===== src/hw/feeder_pkg.sv =====
package feeder_pkg;

    // Bank data word, also the Wishbone data width
    typedef logic [63:0] sram_word_t;

    // Bank word address and every router setting
    typedef logic [7:0] sram_addr_t;

    // Host word address, bits 9:8 pick the region
    typedef logic [9:0] wb_adr_t;

    // Address regions
    localparam logic [1:0] RGN_WEIGHT = 2'd0;
    localparam logic [1:0] RGN_INPUT  = 2'd1;
    localparam logic [1:0] RGN_REGS   = 2'd2;
    localparam logic [1:0] RGN_NONE   = 2'd3;

    // Register indices within the register region
    typedef enum logic [2:0] {
        REG_IN_START,
        REG_KSIZE,
        REG_OSIZE,
        REG_STRIDE,
        REG_W_START,
        REG_W_OFFSET,
        REG_CTRL
    } reg_idx_e;

    // Control write bits and status read bits
    localparam int CTRL_START_BIT = 0;
    localparam int CTRL_CLEAR_BIT = 1;
    localparam int STAT_BUSY_BIT  = 0;
    localparam int STAT_DONE_BIT  = 1;

    // Route controller states
    typedef enum logic [1:0] {
        ST_IDLE,
        ST_RUN,
        ST_DRAIN,
        ST_DONE
    } ctrl_state_e;

endpackage


===== src/hw/route_controller.sv =====
`timescale 1ns/100ps

module route_controller
    import feeder_pkg::*;
(
    input  logic       i_clk,
    input  logic       i_nrst,
    input  logic       i_clear,
    input  logic       i_start,
    input  sram_word_t i_in_data,
    input  sram_word_t i_wt_data,
    input  logic       i_last,
    input  logic       i_pair_ready,
    output logic       o_step,
    output logic       o_busy,
    output logic       o_done,
    output logic       o_pair_valid,
    output sram_word_t o_in_data,
    output sram_word_t o_wt_data,
    output logic       o_pair_last
);
    ctrl_state_e state_q;
    ctrl_state_e state_d;
    logic        inflight_q;
    logic        last_q;
    sram_word_t  in_mem [2];
    sram_word_t  wt_mem [2];
    logic        last_mem [2];
    logic        wr_ptr_q;
    logic        rd_ptr_q;
    logic [1:0]  count_q;
    logic        push;
    logic        pop;
    logic        room;

    assign push = inflight_q;
    assign pop  = o_pair_valid & i_pair_ready;

    // Reads in flight plus buffered pairs stay at two or less
    assign room   = (({1'b0, inflight_q} + count_q) < 2'd2) | pop;
    assign o_step = (state_q == ST_RUN) & room;

    assign o_busy = (state_q == ST_RUN) | (state_q == ST_DRAIN);
    assign o_done = (state_q == ST_DONE);

    // Head of the pair buffer
    assign o_pair_valid = (count_q != 2'd0);
    assign o_in_data    = in_mem[rd_ptr_q];
    assign o_wt_data    = wt_mem[rd_ptr_q];
    assign o_pair_last  = last_mem[rd_ptr_q];

    always_comb begin
        state_d = state_q;
        case (state_q)
            ST_IDLE, ST_DONE: if (i_start) state_d = ST_RUN;
            ST_RUN:           if (o_step && i_last) state_d = ST_DRAIN;
            ST_DRAIN:         if (pop && o_pair_last) state_d = ST_DONE;
            default:          state_d = ST_IDLE;
        endcase
        if (i_clear) begin
            state_d = ST_IDLE;
        end
    end

    always_ff @(posedge i_clk or negedge i_nrst) begin
        if (!i_nrst) begin
            state_q    <= ST_IDLE;
            inflight_q <= 1'b0;
            last_q     <= 1'b0;
            wr_ptr_q   <= 1'b0;
            rd_ptr_q   <= 1'b0;
            count_q    <= 2'd0;
        end else begin
            state_q <= state_d;
            if (i_clear) begin
                // Drop anything in flight or buffered
                inflight_q <= 1'b0;
                last_q     <= 1'b0;
                wr_ptr_q   <= 1'b0;
                rd_ptr_q   <= 1'b0;
                count_q    <= 2'd0;
            end else begin
                inflight_q <= o_step;
                last_q     <= o_step & i_last;
                if (push) begin
                    wr_ptr_q <= ~wr_ptr_q;
                end
                if (pop) begin
                    rd_ptr_q <= ~rd_ptr_q;
                end
                case ({push, pop})
                    2'b10:   count_q <= count_q + 2'd1;
                    2'b01:   count_q <= count_q - 2'd1;
                    default: count_q <= count_q;
                endcase
            end
        end
    end

    // Bank data arrives one cycle after the step
    always_ff @(posedge i_clk) begin
        if (push) begin
            in_mem[wr_ptr_q]   <= i_in_data;
            wt_mem[wr_ptr_q]   <= i_wt_data;
            last_mem[wr_ptr_q] <= last_q;
        end
    end

endmodule


===== config.mk =====
export PLATFORM = sky130hd
export DESIGN_NAME = route_controller
export DESIGN_NICKNAME = d
export VERILOG_FILES = /design/src/hw/feeder_pkg.sv /design/src/hw/route_controller.sv
export SDC_FILE = /design/constraint.sdc
export NUM_CORES = 1
export LEC_CHECK = 0
export BUFFER_PORTS_ARGS = -buffer_cell sky130_fd_sc_hd__buf_2
export CAP_MARGIN = 20
export CORE_MARGIN = 2
export CORE_UTILIZATION = 40
export DETAILED_ROUTE_END_ITERATION = 7
export SETUP_SLACK_MARGIN = 0.3
export SLEW_MARGIN = 10
export SYNTH_ARGS = -nofsm -noshare
export SYNTH_HDL_FRONTEND = slang
export SYNTH_SLANG_ARGS = --single-unit

===== constraint.sdc =====
create_clock -name i_clk -period 8.72 [get_ports i_clk]
set_clock_uncertainty 0.2 [all_clocks]
set_input_delay 2.18 -clock i_clk [delete_from_list [all_inputs] [get_ports i_clk]]
set_output_delay 2.18 -clock i_clk [all_outputs]
set_load 0.02 [all_outputs]

==> flow_summary.ini <==
[clock_network]
post_cts_buffers = 0
cts_buffers = 29
h-tree-depth = 1
clockBufferDepth = 3
cts_resized = 0
cts.clk_slew.worst_paths_ns = 0.05
root_buffer = clkbuf_16
cts_tree = built
cts_hold_buf = 0
worst_skew_pair.late_latency_ns = 0.52
clkSinkCount = 266

[sta]
setup_ws_ns = 3.34
final.min_clock_period_ns = 5.38
setup_viol = 0
hold_viol = 0
rsz0062_at_grt = false
max_slew_margin = 0.276
max_slew.worst_pin.slew_ns = 1.09
clock.fmax_mhz = 186
drv_slew = 0
finalCritPeriodShare = 0.616
finalSetupTns_ns = 0

[place]
place_congestion = 0.743
place_area_mm2 = 0.0115
hpwl_mm = 12.4
pre_cts_ws_ns = 3.41
port_buffers = 266

[floorplanning]
initial_core_util = 0.404
ios = 267
core_area_mm2 = 0.0242
die_height_um = 160
rows = 57
die_w_um = 160
dieArea_mm2 = 0.0257

[grt]
grt_pass1_vias = 5494
antenna_found_initial = 4
grt_use_total = 0.141
grt_overflow = 0
grt_pass1_wl_mm = 28.7
grt_max_degree = 80

[pwr]
p_leak_nw = 4.52
vdd_drop_max_mv = 0.162
total_power_mw = 3.28
power_density_mw_per_mm2 = 266

[drt]
drt-vias-per-instance = 4.78
num_vias = 5167
drc = 0
routedWlPerCell_um = 17.4
firstDrtPassIters = 4
routed_wl_mm = 18.9
first_iter_violations = 164
ant_nets = 0

[yosys]
yosysWarnings = 0
yosysSeqAreaShare = 0.813
yosysUniqueCellTypes = 28
synth_most_common_cell = edfxtp_1
syn_avg_cell_area_um2 = 21.6
synth_area_mm2 = 0.00978
synthTopCellsByCount = edfxtp_1 (258), mux2_2 (128), buf_2 (14), dfrtp_1 (8)
synthArstFlopShare = 0.0301
synth_top_cell_area_share = 0.793
ys.flop_type = edfxtp_1
synthTopCellsByArea = edfxtp_1 (79%), mux2_2 (15%), dfrtp_1 (2.0%), buf_2 (0.72%), ha_1 (0.51%)
ys_ff_latch = 266
synth_edf_count = 258
netlist_instances = 452
yosys.area.top_type = edfxtp_1
syn_nets = 590

[cells_and_area]
finalCoreUtilization = 0.510
drive_gt1_frac = 0.579
nNetsFinal = 876
design_area_mm2 = 0.0123
layout-area-overhead-vs-synth_pct = 26.2

[worst_setup_path]
cp.arrival_ns = 3.00
critPathCaptureType = output port
critPathKind = reg2out
critPathMaxFanout = 77
start_kind = flip-flop
crit_required_ns = 6.34

[hold_path]
min_path_type = reg2reg

[run]
maxCapViolations = 0

[outcome]
status = completed
-- report_power, final --
part / internal, mW / leakage (nW) / total, mW / switching, mW
clock: 0.631 / 0.401 / 1.07 / 0.439
combinational: 0.235 / 1.67 / 0.604 / 0.369
sequential: 1.56 / 2.45 / 1.61 / 0.0505
-- path summary, 6_finish.rpt --
path	startpoint	end	slack [ns]	cells past startpoint
max in group asynchronous	i_nrst	rd_ptr_q	6.83	1
min in group asynchronous	i_nrst	count_q[0]	1.29	1
min reg2reg	last_q	last_mem[0]	0.24	0
min	last_q	last_mem[0]	0.24	0
max reg2reg	inflight_q	in_mem[0][48]	5.34	3
max	rd_ptr_q	o_wt_data[27]	3.34	3
-- layer usage --
metal  vias to the layer above  global-route usage  wire (um)
li1                       2357                   -          -
met1                      2574               0.166       7450
met2                       189               0.248       9420
met3                        43              0.0431       1380
met4                         4              0.0467        585
met5                         -                   0         27
-- cell families (layout without fill, tap and decap cells) --
group                      after synthesis  after routing  synth area share
xor gates and xnor gates                 3              3           0.00269
adders and majority gates                4              4           0.00512
buffers and inverters                   21            324           0.00986
other                                    0              2                 0
DFF                                    266            266             0.813
AOI/OAI and AO/OA                       11             11           0.00909
and+or+nand+nor                         16             16           0.00960
muxes                                  131            131             0.151
-- placed cells by master (no fill, tap or decap) --
cell type  Yosys  final
a2111o_1       1      1
a211oi_1       2      2
a221oi_2       1      1
and2_1         3      2
and2_4         0      1
buf_16         0      1
buf_2         14    266
buf_4          0      4
bufinv_16      0      1
clkbuf_1       2      9
clkbuf_16      0     29
clkinv_1       0      7
clkinv_2       0      2
dfrtp_1        8      7
dfrtp_4        0      1
diode_2        0      2
edfxtp_1     258    258
ha_1           4      4
inv_1          5      5
mux2_1         1      1
mux2_2       128    128
mux2i_1        2      2
nand2_1        1      1
nand2b_1       1      1
nand4b_1       1      1
nand4bb_1      1      1
nor2_1         5      5
nor2b_1        2      1
nor2b_4        0      1
nor3b_1        1      1
o211ai_2       1      1
o21a_1         1      1
o21ai_0        2      2
o21ai_1        2      2
o31ai_1        1      1
or2_2          1      1
xnor2_1        2      2
xor2_1         1      1
-- per-stage QoR --
step	hold slack (ns)	cells
after global placement	0.234	1030
final	0.242	1081
after CTS	0.242	1078
after floorplan	0.220	452
after global routing	0.255	1081
after detailed placement	0.229	1030
-- worst max-delay path, stage by stage, from the launching register on --
cell,delay (ns)
dfrtp_4,1.09
buf_4,0.75
mux2_2,0.42
buf_2,0.16
-- cell type report --
class                   instances  area [um^2]
well taps                     324          405
clock buffers                  38          759
fillers                      2006        11800
repair buffers                271         1390
multi-input cells             165         1740
diodes                          2         5.00
clock inverters                10         66.3
inverters                       5         18.8
flip-flops and latches        266         7950
-- sequential cells by signal, indices dropped and copies added (netlist names), 2 cells and up --
signal,flops
count_q,2
wt_mem,128
state_q,2
in_mem,128
last_mem,2
Note: power is estimated with default switching activity, not from simulation.
