==> src/hw/feeder_pkg.sv <==
package feeder_pkg;

    // Bank data word, also the Wishbone data width
    typedef logic [63:0] sram_word_t;

    // Bank word address and every router setting
    typedef logic [7:0] sram_addr_t;

    // Host word address, bits 9:8 pick the region
    typedef logic [9:0] wb_adr_t;

    // Address regions
    localparam logic [1:0] RGN_WEIGHT = 2'd0;
    localparam logic [1:0] RGN_INPUT  = 2'd1;
    localparam logic [1:0] RGN_REGS   = 2'd2;
    localparam logic [1:0] RGN_NONE   = 2'd3;

    // Register indices within the register region
    typedef enum logic [2:0] {
        REG_IN_START,
        REG_KSIZE,
        REG_OSIZE,
        REG_STRIDE,
        REG_W_START,
        REG_W_OFFSET,
        REG_CTRL
    } reg_idx_e;

    // Control write bits and status read bits
    localparam int CTRL_START_BIT = 0;
    localparam int CTRL_CLEAR_BIT = 1;
    localparam int STAT_BUSY_BIT  = 0;
    localparam int STAT_DONE_BIT  = 1;

    // Route controller states
    typedef enum logic [1:0] {
        ST_IDLE,
        ST_RUN,
        ST_DRAIN,
        ST_DONE
    } ctrl_state_e;

endpackage

==> src/hw/wb_config_regs.sv <==
`timescale 1ns/100ps

module wb_config_regs
    import feeder_pkg::*;
(
    input  logic       i_clk,
    input  logic       i_nrst,
    input  logic       i_wb_cyc,
    input  logic       i_wb_stb,
    input  logic       i_wb_we,
    input  wb_adr_t    i_wb_adr,
    input  sram_word_t i_wb_dat,
    input  logic       i_busy,
    input  logic       i_done,
    output sram_word_t o_wb_dat,
    output logic       o_wb_ack,
    output logic       o_wt_we,
    output logic       o_in_we,
    output sram_addr_t o_wr_addr,
    output sram_word_t o_wr_data,
    output sram_addr_t o_in_start,
    output sram_addr_t o_ksize,
    output sram_addr_t o_osize,
    output sram_addr_t o_stride,
    output sram_addr_t o_w_start,
    output sram_addr_t o_w_offset,
    output logic       o_start,
    output logic       o_clear
);
    logic       wb_req;
    logic       wr_acc;
    logic       reg_wr;
    logic [1:0] region;
    reg_idx_e   reg_idx;

    assign wb_req  = i_wb_cyc & i_wb_stb;
    assign region  = i_wb_adr[9:8];
    assign reg_idx = reg_idx_e'(i_wb_adr[2:0]);

    // One registered ack per request until stb drops or persists into a new cycle
    always_ff @(posedge i_clk or negedge i_nrst) begin
        if (!i_nrst) begin
            o_wb_ack <= 1'b0;
        end else begin
            o_wb_ack <= wb_req & ~o_wb_ack;
        end
    end

    // Writes land on the acked cycle
    assign wr_acc = o_wb_ack & wb_req & i_wb_we;
    assign reg_wr = wr_acc & (region == RGN_REGS);

    assign o_wt_we   = wr_acc & (region == RGN_WEIGHT);
    assign o_in_we   = wr_acc & (region == RGN_INPUT);
    assign o_wr_addr = i_wb_adr[7:0];
    assign o_wr_data = i_wb_dat;

    // Control bits become one-cycle pulses
    assign o_start = reg_wr & (reg_idx == REG_CTRL) & i_wb_dat[CTRL_START_BIT];
    assign o_clear = reg_wr & (reg_idx == REG_CTRL) & i_wb_dat[CTRL_CLEAR_BIT];

    always_ff @(posedge i_clk or negedge i_nrst) begin
        if (!i_nrst) begin
            o_in_start <= '0;
            o_ksize    <= 8'd1;
            o_osize    <= 8'd1;
            o_stride   <= '0;
            o_w_start  <= '0;
            o_w_offset <= '0;
        end else if (reg_wr) begin
            case (reg_idx)
                REG_IN_START: o_in_start <= i_wb_dat[7:0];
                REG_KSIZE:    o_ksize    <= i_wb_dat[7:0];
                REG_OSIZE:    o_osize    <= i_wb_dat[7:0];
                REG_STRIDE:   o_stride   <= i_wb_dat[7:0];
                REG_W_START:  o_w_start  <= i_wb_dat[7:0];
                REG_W_OFFSET: o_w_offset <= i_wb_dat[7:0];
                default: ;
            endcase
        end
    end

    // Banks and the unmapped region read back as zero
    always_comb begin
        o_wb_dat = '0;
        case (region)
            RGN_REGS: begin
                case (reg_idx)
                    REG_IN_START: o_wb_dat[7:0] = o_in_start;
                    REG_KSIZE:    o_wb_dat[7:0] = o_ksize;
                    REG_OSIZE:    o_wb_dat[7:0] = o_osize;
                    REG_STRIDE:   o_wb_dat[7:0] = o_stride;
                    REG_W_START:  o_wb_dat[7:0] = o_w_start;
                    REG_W_OFFSET: o_wb_dat[7:0] = o_w_offset;
                    REG_CTRL: begin
                        o_wb_dat[STAT_BUSY_BIT] = i_busy;
                        o_wb_dat[STAT_DONE_BIT] = i_done;
                    end
                    default: ;
                endcase
            end
            default: ;
        endcase
    end

endmodule

==> config.mk <==
export PLATFORM = sky130hd
export DESIGN_NAME = wb_config_regs
export DESIGN_NICKNAME = d
export VERILOG_FILES = /design/src/hw/feeder_pkg.sv /design/src/hw/wb_config_regs.sv
export SDC_FILE = /design/constraint.sdc
export NUM_CORES = 1
export LEC_CHECK = 0
export BUFFER_PORTS_ARGS = -buffer_cell sky130_fd_sc_hd__clkbuf_2
export CAP_MARGIN = 20
export CORE_UTILIZATION = 32
export DETAILED_ROUTE_END_ITERATION = 10
export HOLD_SLACK_MARGIN = 0.08
export PLACE_DENSITY_LB_ADDON = 0.3
export SLEW_MARGIN = 20
export SYNTH_ARGS = -nofsm -noshare
export SYNTH_HDL_FRONTEND = slang
export SYNTH_SLANG_ARGS = --single-unit
==> constraint.sdc <==
create_clock -name i_clk -period 1.7 [get_ports i_clk]
set_input_delay 0.34 -clock i_clk [delete_from_list [all_inputs] [get_ports i_clk]]
set_output_delay 0.34 -clock i_clk [all_outputs]
set_load 0.05 [all_outputs]
==> summary.md <==
| Metric | Value |
|---|---|
| Status | finished, violations left |
| Failing checks | negative setup slack |
| Final core occ | 0.441 |
| Fraction of layout cells with a size suffix above 1 | 0.678 |
| Type of the worst setup path | reg -> out |
| Most frequent cells in the layout | 78 x clkbuf_2, 64 x buf_4, 56 x conb_1, 46 x dfrtp_1, 39 x mux2_2 |
| Critical Path Start | o_wb_ack |
| Startpoint types | flip-flop |
| P_leak | 2.32 nW |
| Detailed Route Iter0 Violations | 79 |
| WHS Path Cells | 3 |
| Flop2flop setup slack | 0 ps |
| Crit path capture type | primary output |
| CTS sink count | 49 |
| Worst-Skew Late Latency | 310 ps |
| Commonest non-fill, non-tap cell in the layout | clkbuf_2 |
| First-pass GRT wire length | 15.0 mm |
| IO Pins | 270 |
| Core ar. | 9910 um2 |
| Clock Pin Slew Worst Setup and Hold Paths | 90 ps |
| CP Data Required Time | 1360 ps |
| Setup Viol. Count Final | 14 |
| Area of the multi-input gates | 1570 um2 |
| Die Ht | 104 um |
| RSZ-0062 raised after global routing | yes |
| Initial Util | 0.335 |
| F_max | 536 MHz |
| GP Congestion | 0.761 |
| H-tree lvl count | 2 |
| Largest net degree at the start of global routing | 37 |
| Die width | 104 um |
| DPL Wire Length | 8.04 mm |
| TritonCTS clock tree | built |
| Final Hold Fails | 0 |
| Vias | 2,359 |
| Setup WS pre-CTS | -221 ps |
| Final worst slack | -165 ps |
| Seq cells post-synth | 49 |
| Synthesis-to-layout area growth | 31.7% |
| Crit path DAT | 1520 ps |
| # diodes | 0 |
| Synth Cell Area | 3320 um2 |
| Routed WL | 10.2 mm |
| Mean Syn Cell Area | 11.0 um2 |
| Wire per inst | 19.1 um |
| Max Cap Violations | 0 |
| Rows | 36 |
| HP Class | in -> reg |
| Clk_skew | 13.8 ps |
| Top-area cell type share of the netlist area | 0.354 |
| Root Driver | clkbuf_8 |
| Slew Viols, Final | 0 |
| Gate count after technology mapping | 302 |
| Vias/cell | 4.43 |
| DRC | 0 |
| Clk buf depth | 2 |
| Nets@finish | 480 |
| FF-to-FF path depth | 9 |
| Die ar. | 10,800 um2 |
| Final period utilization | 1.10 |
| Vias in the first global route | 2,330 |
| Setup TNS Final | -1160 ps |
| Initial antenna violation count | 0 |
| DRT Pass-1 Iters | 4 |
| Synth area leader | dfrtp_1 |
| Top cells by area, synth | dfrtp_1 35%, buf_4 30%, mux2_2 17% |
| R2r startpoint | o_wb_ack |
| Synth warn | 0 |
| Routed Antenna Nets | 0 |
| PD cells | 619 nW/um2 |
| Netlist cell types | 30 |
| Fin crit period | 1860 ps |
| GRT overflow | 0 |
| CTS Buf Count | 5 |
| Storage element area | 1230 um2 |
| Worst vdd ir | 0.000394 V |
| Setup crit end | o_clear |
| Filler instances | 942 |
| Endpoint of the worst register-to-register path | o_osize[7] |
| CP Max Fanout | 3 |
| GRT Util Overall | 0.184 |
| PortBufs | 91 |
| Sequential fraction of the synthesis area | 0.370 |
[layout make-up]
class | count | share of cell area
multi-input cells | 170 | 0.358
repair buffers | 170 | 0.301
flip-flops and latches | 49 | 0.281
well taps | 133 | 0.0380
clock buffers | 7 | 0.0174
inverters | 3 | 0.00257
clock inverters | 1 | 0.00200
[kinds of logic (layout without fill, tap and decap cells)]
family	count (synthesis)	in the layout	synth area share
buffers and inverters	138	181	0.306
AND/OR/NAND/NOR	32	32	0.0599
multiplexers	62	62	0.225
AO/OA/AOI/OAI	20	20	0.0377
flip-flops	49	49	0.370
other	1	56	0.00113
[stage by stage]
step	power [mW]	hold slack, ps	area [um2]	std cells
final	2.71	255	4370	533
after global routing	2.81	292	4370	533
after CTS	2.71	245	4220	523
after detailed placement	1.96	276	3780	491
after global placement	1.96	273	3780	491
after floorplan	2.28	44.4	3720	357
[power breakdown]
| group | switching, mW | leakage (nW) | internal [mW] |
|---|---|---|---|
| Combinational | 0.599 | 1.60 | 0.193 |
| Clock | 0.407 | 0.0424 | 0.295 |
| Sequential | 0.0194 | 0.672 | 1.19 |
[worst min-delay path by stage]
| stage | slack [ps] | start | end |
|---|---|---|---|
| floorplan | 40 | i_nrst | o_in_start[0] |
| global placement | 270 | i_nrst | o_osize[2] |
| detailed placement | 280 | i_nrst | o_osize[2] |
| CTS | 250 | i_wb_stb | o_wb_ack |
| global route | 290 | i_wb_cyc | o_wb_ack |
| finish | 250 | i_wb_stb | o_wb_ack |
[state kept, by name, summed over array words and instances (netlist names)]
name        flops
o_wb_ack        1
o_stride        8
o_w_offset      8
o_ksize         8
o_osize         8
o_w_start       8
o_in_start      8
[worst max-delay path: stages (launching register included)]
cell,delay [ps]
dfrtp_2,370
nand4_1,110
buf_6,150
nor3_4,140
buf_12,130
and3_4,190
buf_12,130
[what timing repair did]
| action | 4_1_cts | 5_1_grt |
|---|---|---|
| setup buffers | 22 | 11 |
| pin swaps | 8 | 6 |
| resized for setup | 38 | 26 |
| endpoints found under the hold margin | 12 | 0 |
| setup endpoints to repair | 12 | 47 |
| gates cloned | 1 | 0 |
| hold buffers | 1 | 0 |
[synthesized netlist by cell type]
| library cell | instances |
|---|---|
| buf_4 | 133 |
| mux2_2 | 51 |
| dfrtp_1 | 47 |
| nand2b_1 | 6 |
| mux2i_1 | 5 |
| mux4_2 | 5 |
| nand2_1 | 5 |
| o21ai_0 | 5 |
| a21oi_1 | 4 |
| and3_1 | 4 |
| nor2_1 | 4 |
| a32oi_1 | 3 |
| inv_1 | 3 |
| nand2_2 | 3 |
| nor2b_1 | 3 |
| o22ai_1 | 3 |
| a31oi_1 | 2 |
| clkbuf_1 | 2 |
| dfstp_2 | 2 |
| o211ai_1 | 2 |
| a21o_1 | 1 |
| and2_1 | 1 |
| conb_1 | 1 |
| mux2_1 | 1 |
| nand2b_4 | 1 |
| nand3_2 | 1 |
| nand4_1 | 1 |
| nor3_1 | 1 |
| nor3_4 | 1 |
| nor3b_1 | 1 |
[metal layers]
layer,global-route usage,vias up,part of all wire
met5,0,-,0
met2,0.290,171,0.47
met4,0.0367,0,0.0065
li1,-,1028,-
met3,0.132,8,0.16
met1,0.201,1152,0.37
Note: power is estimated with default switching activity, not from simulation.
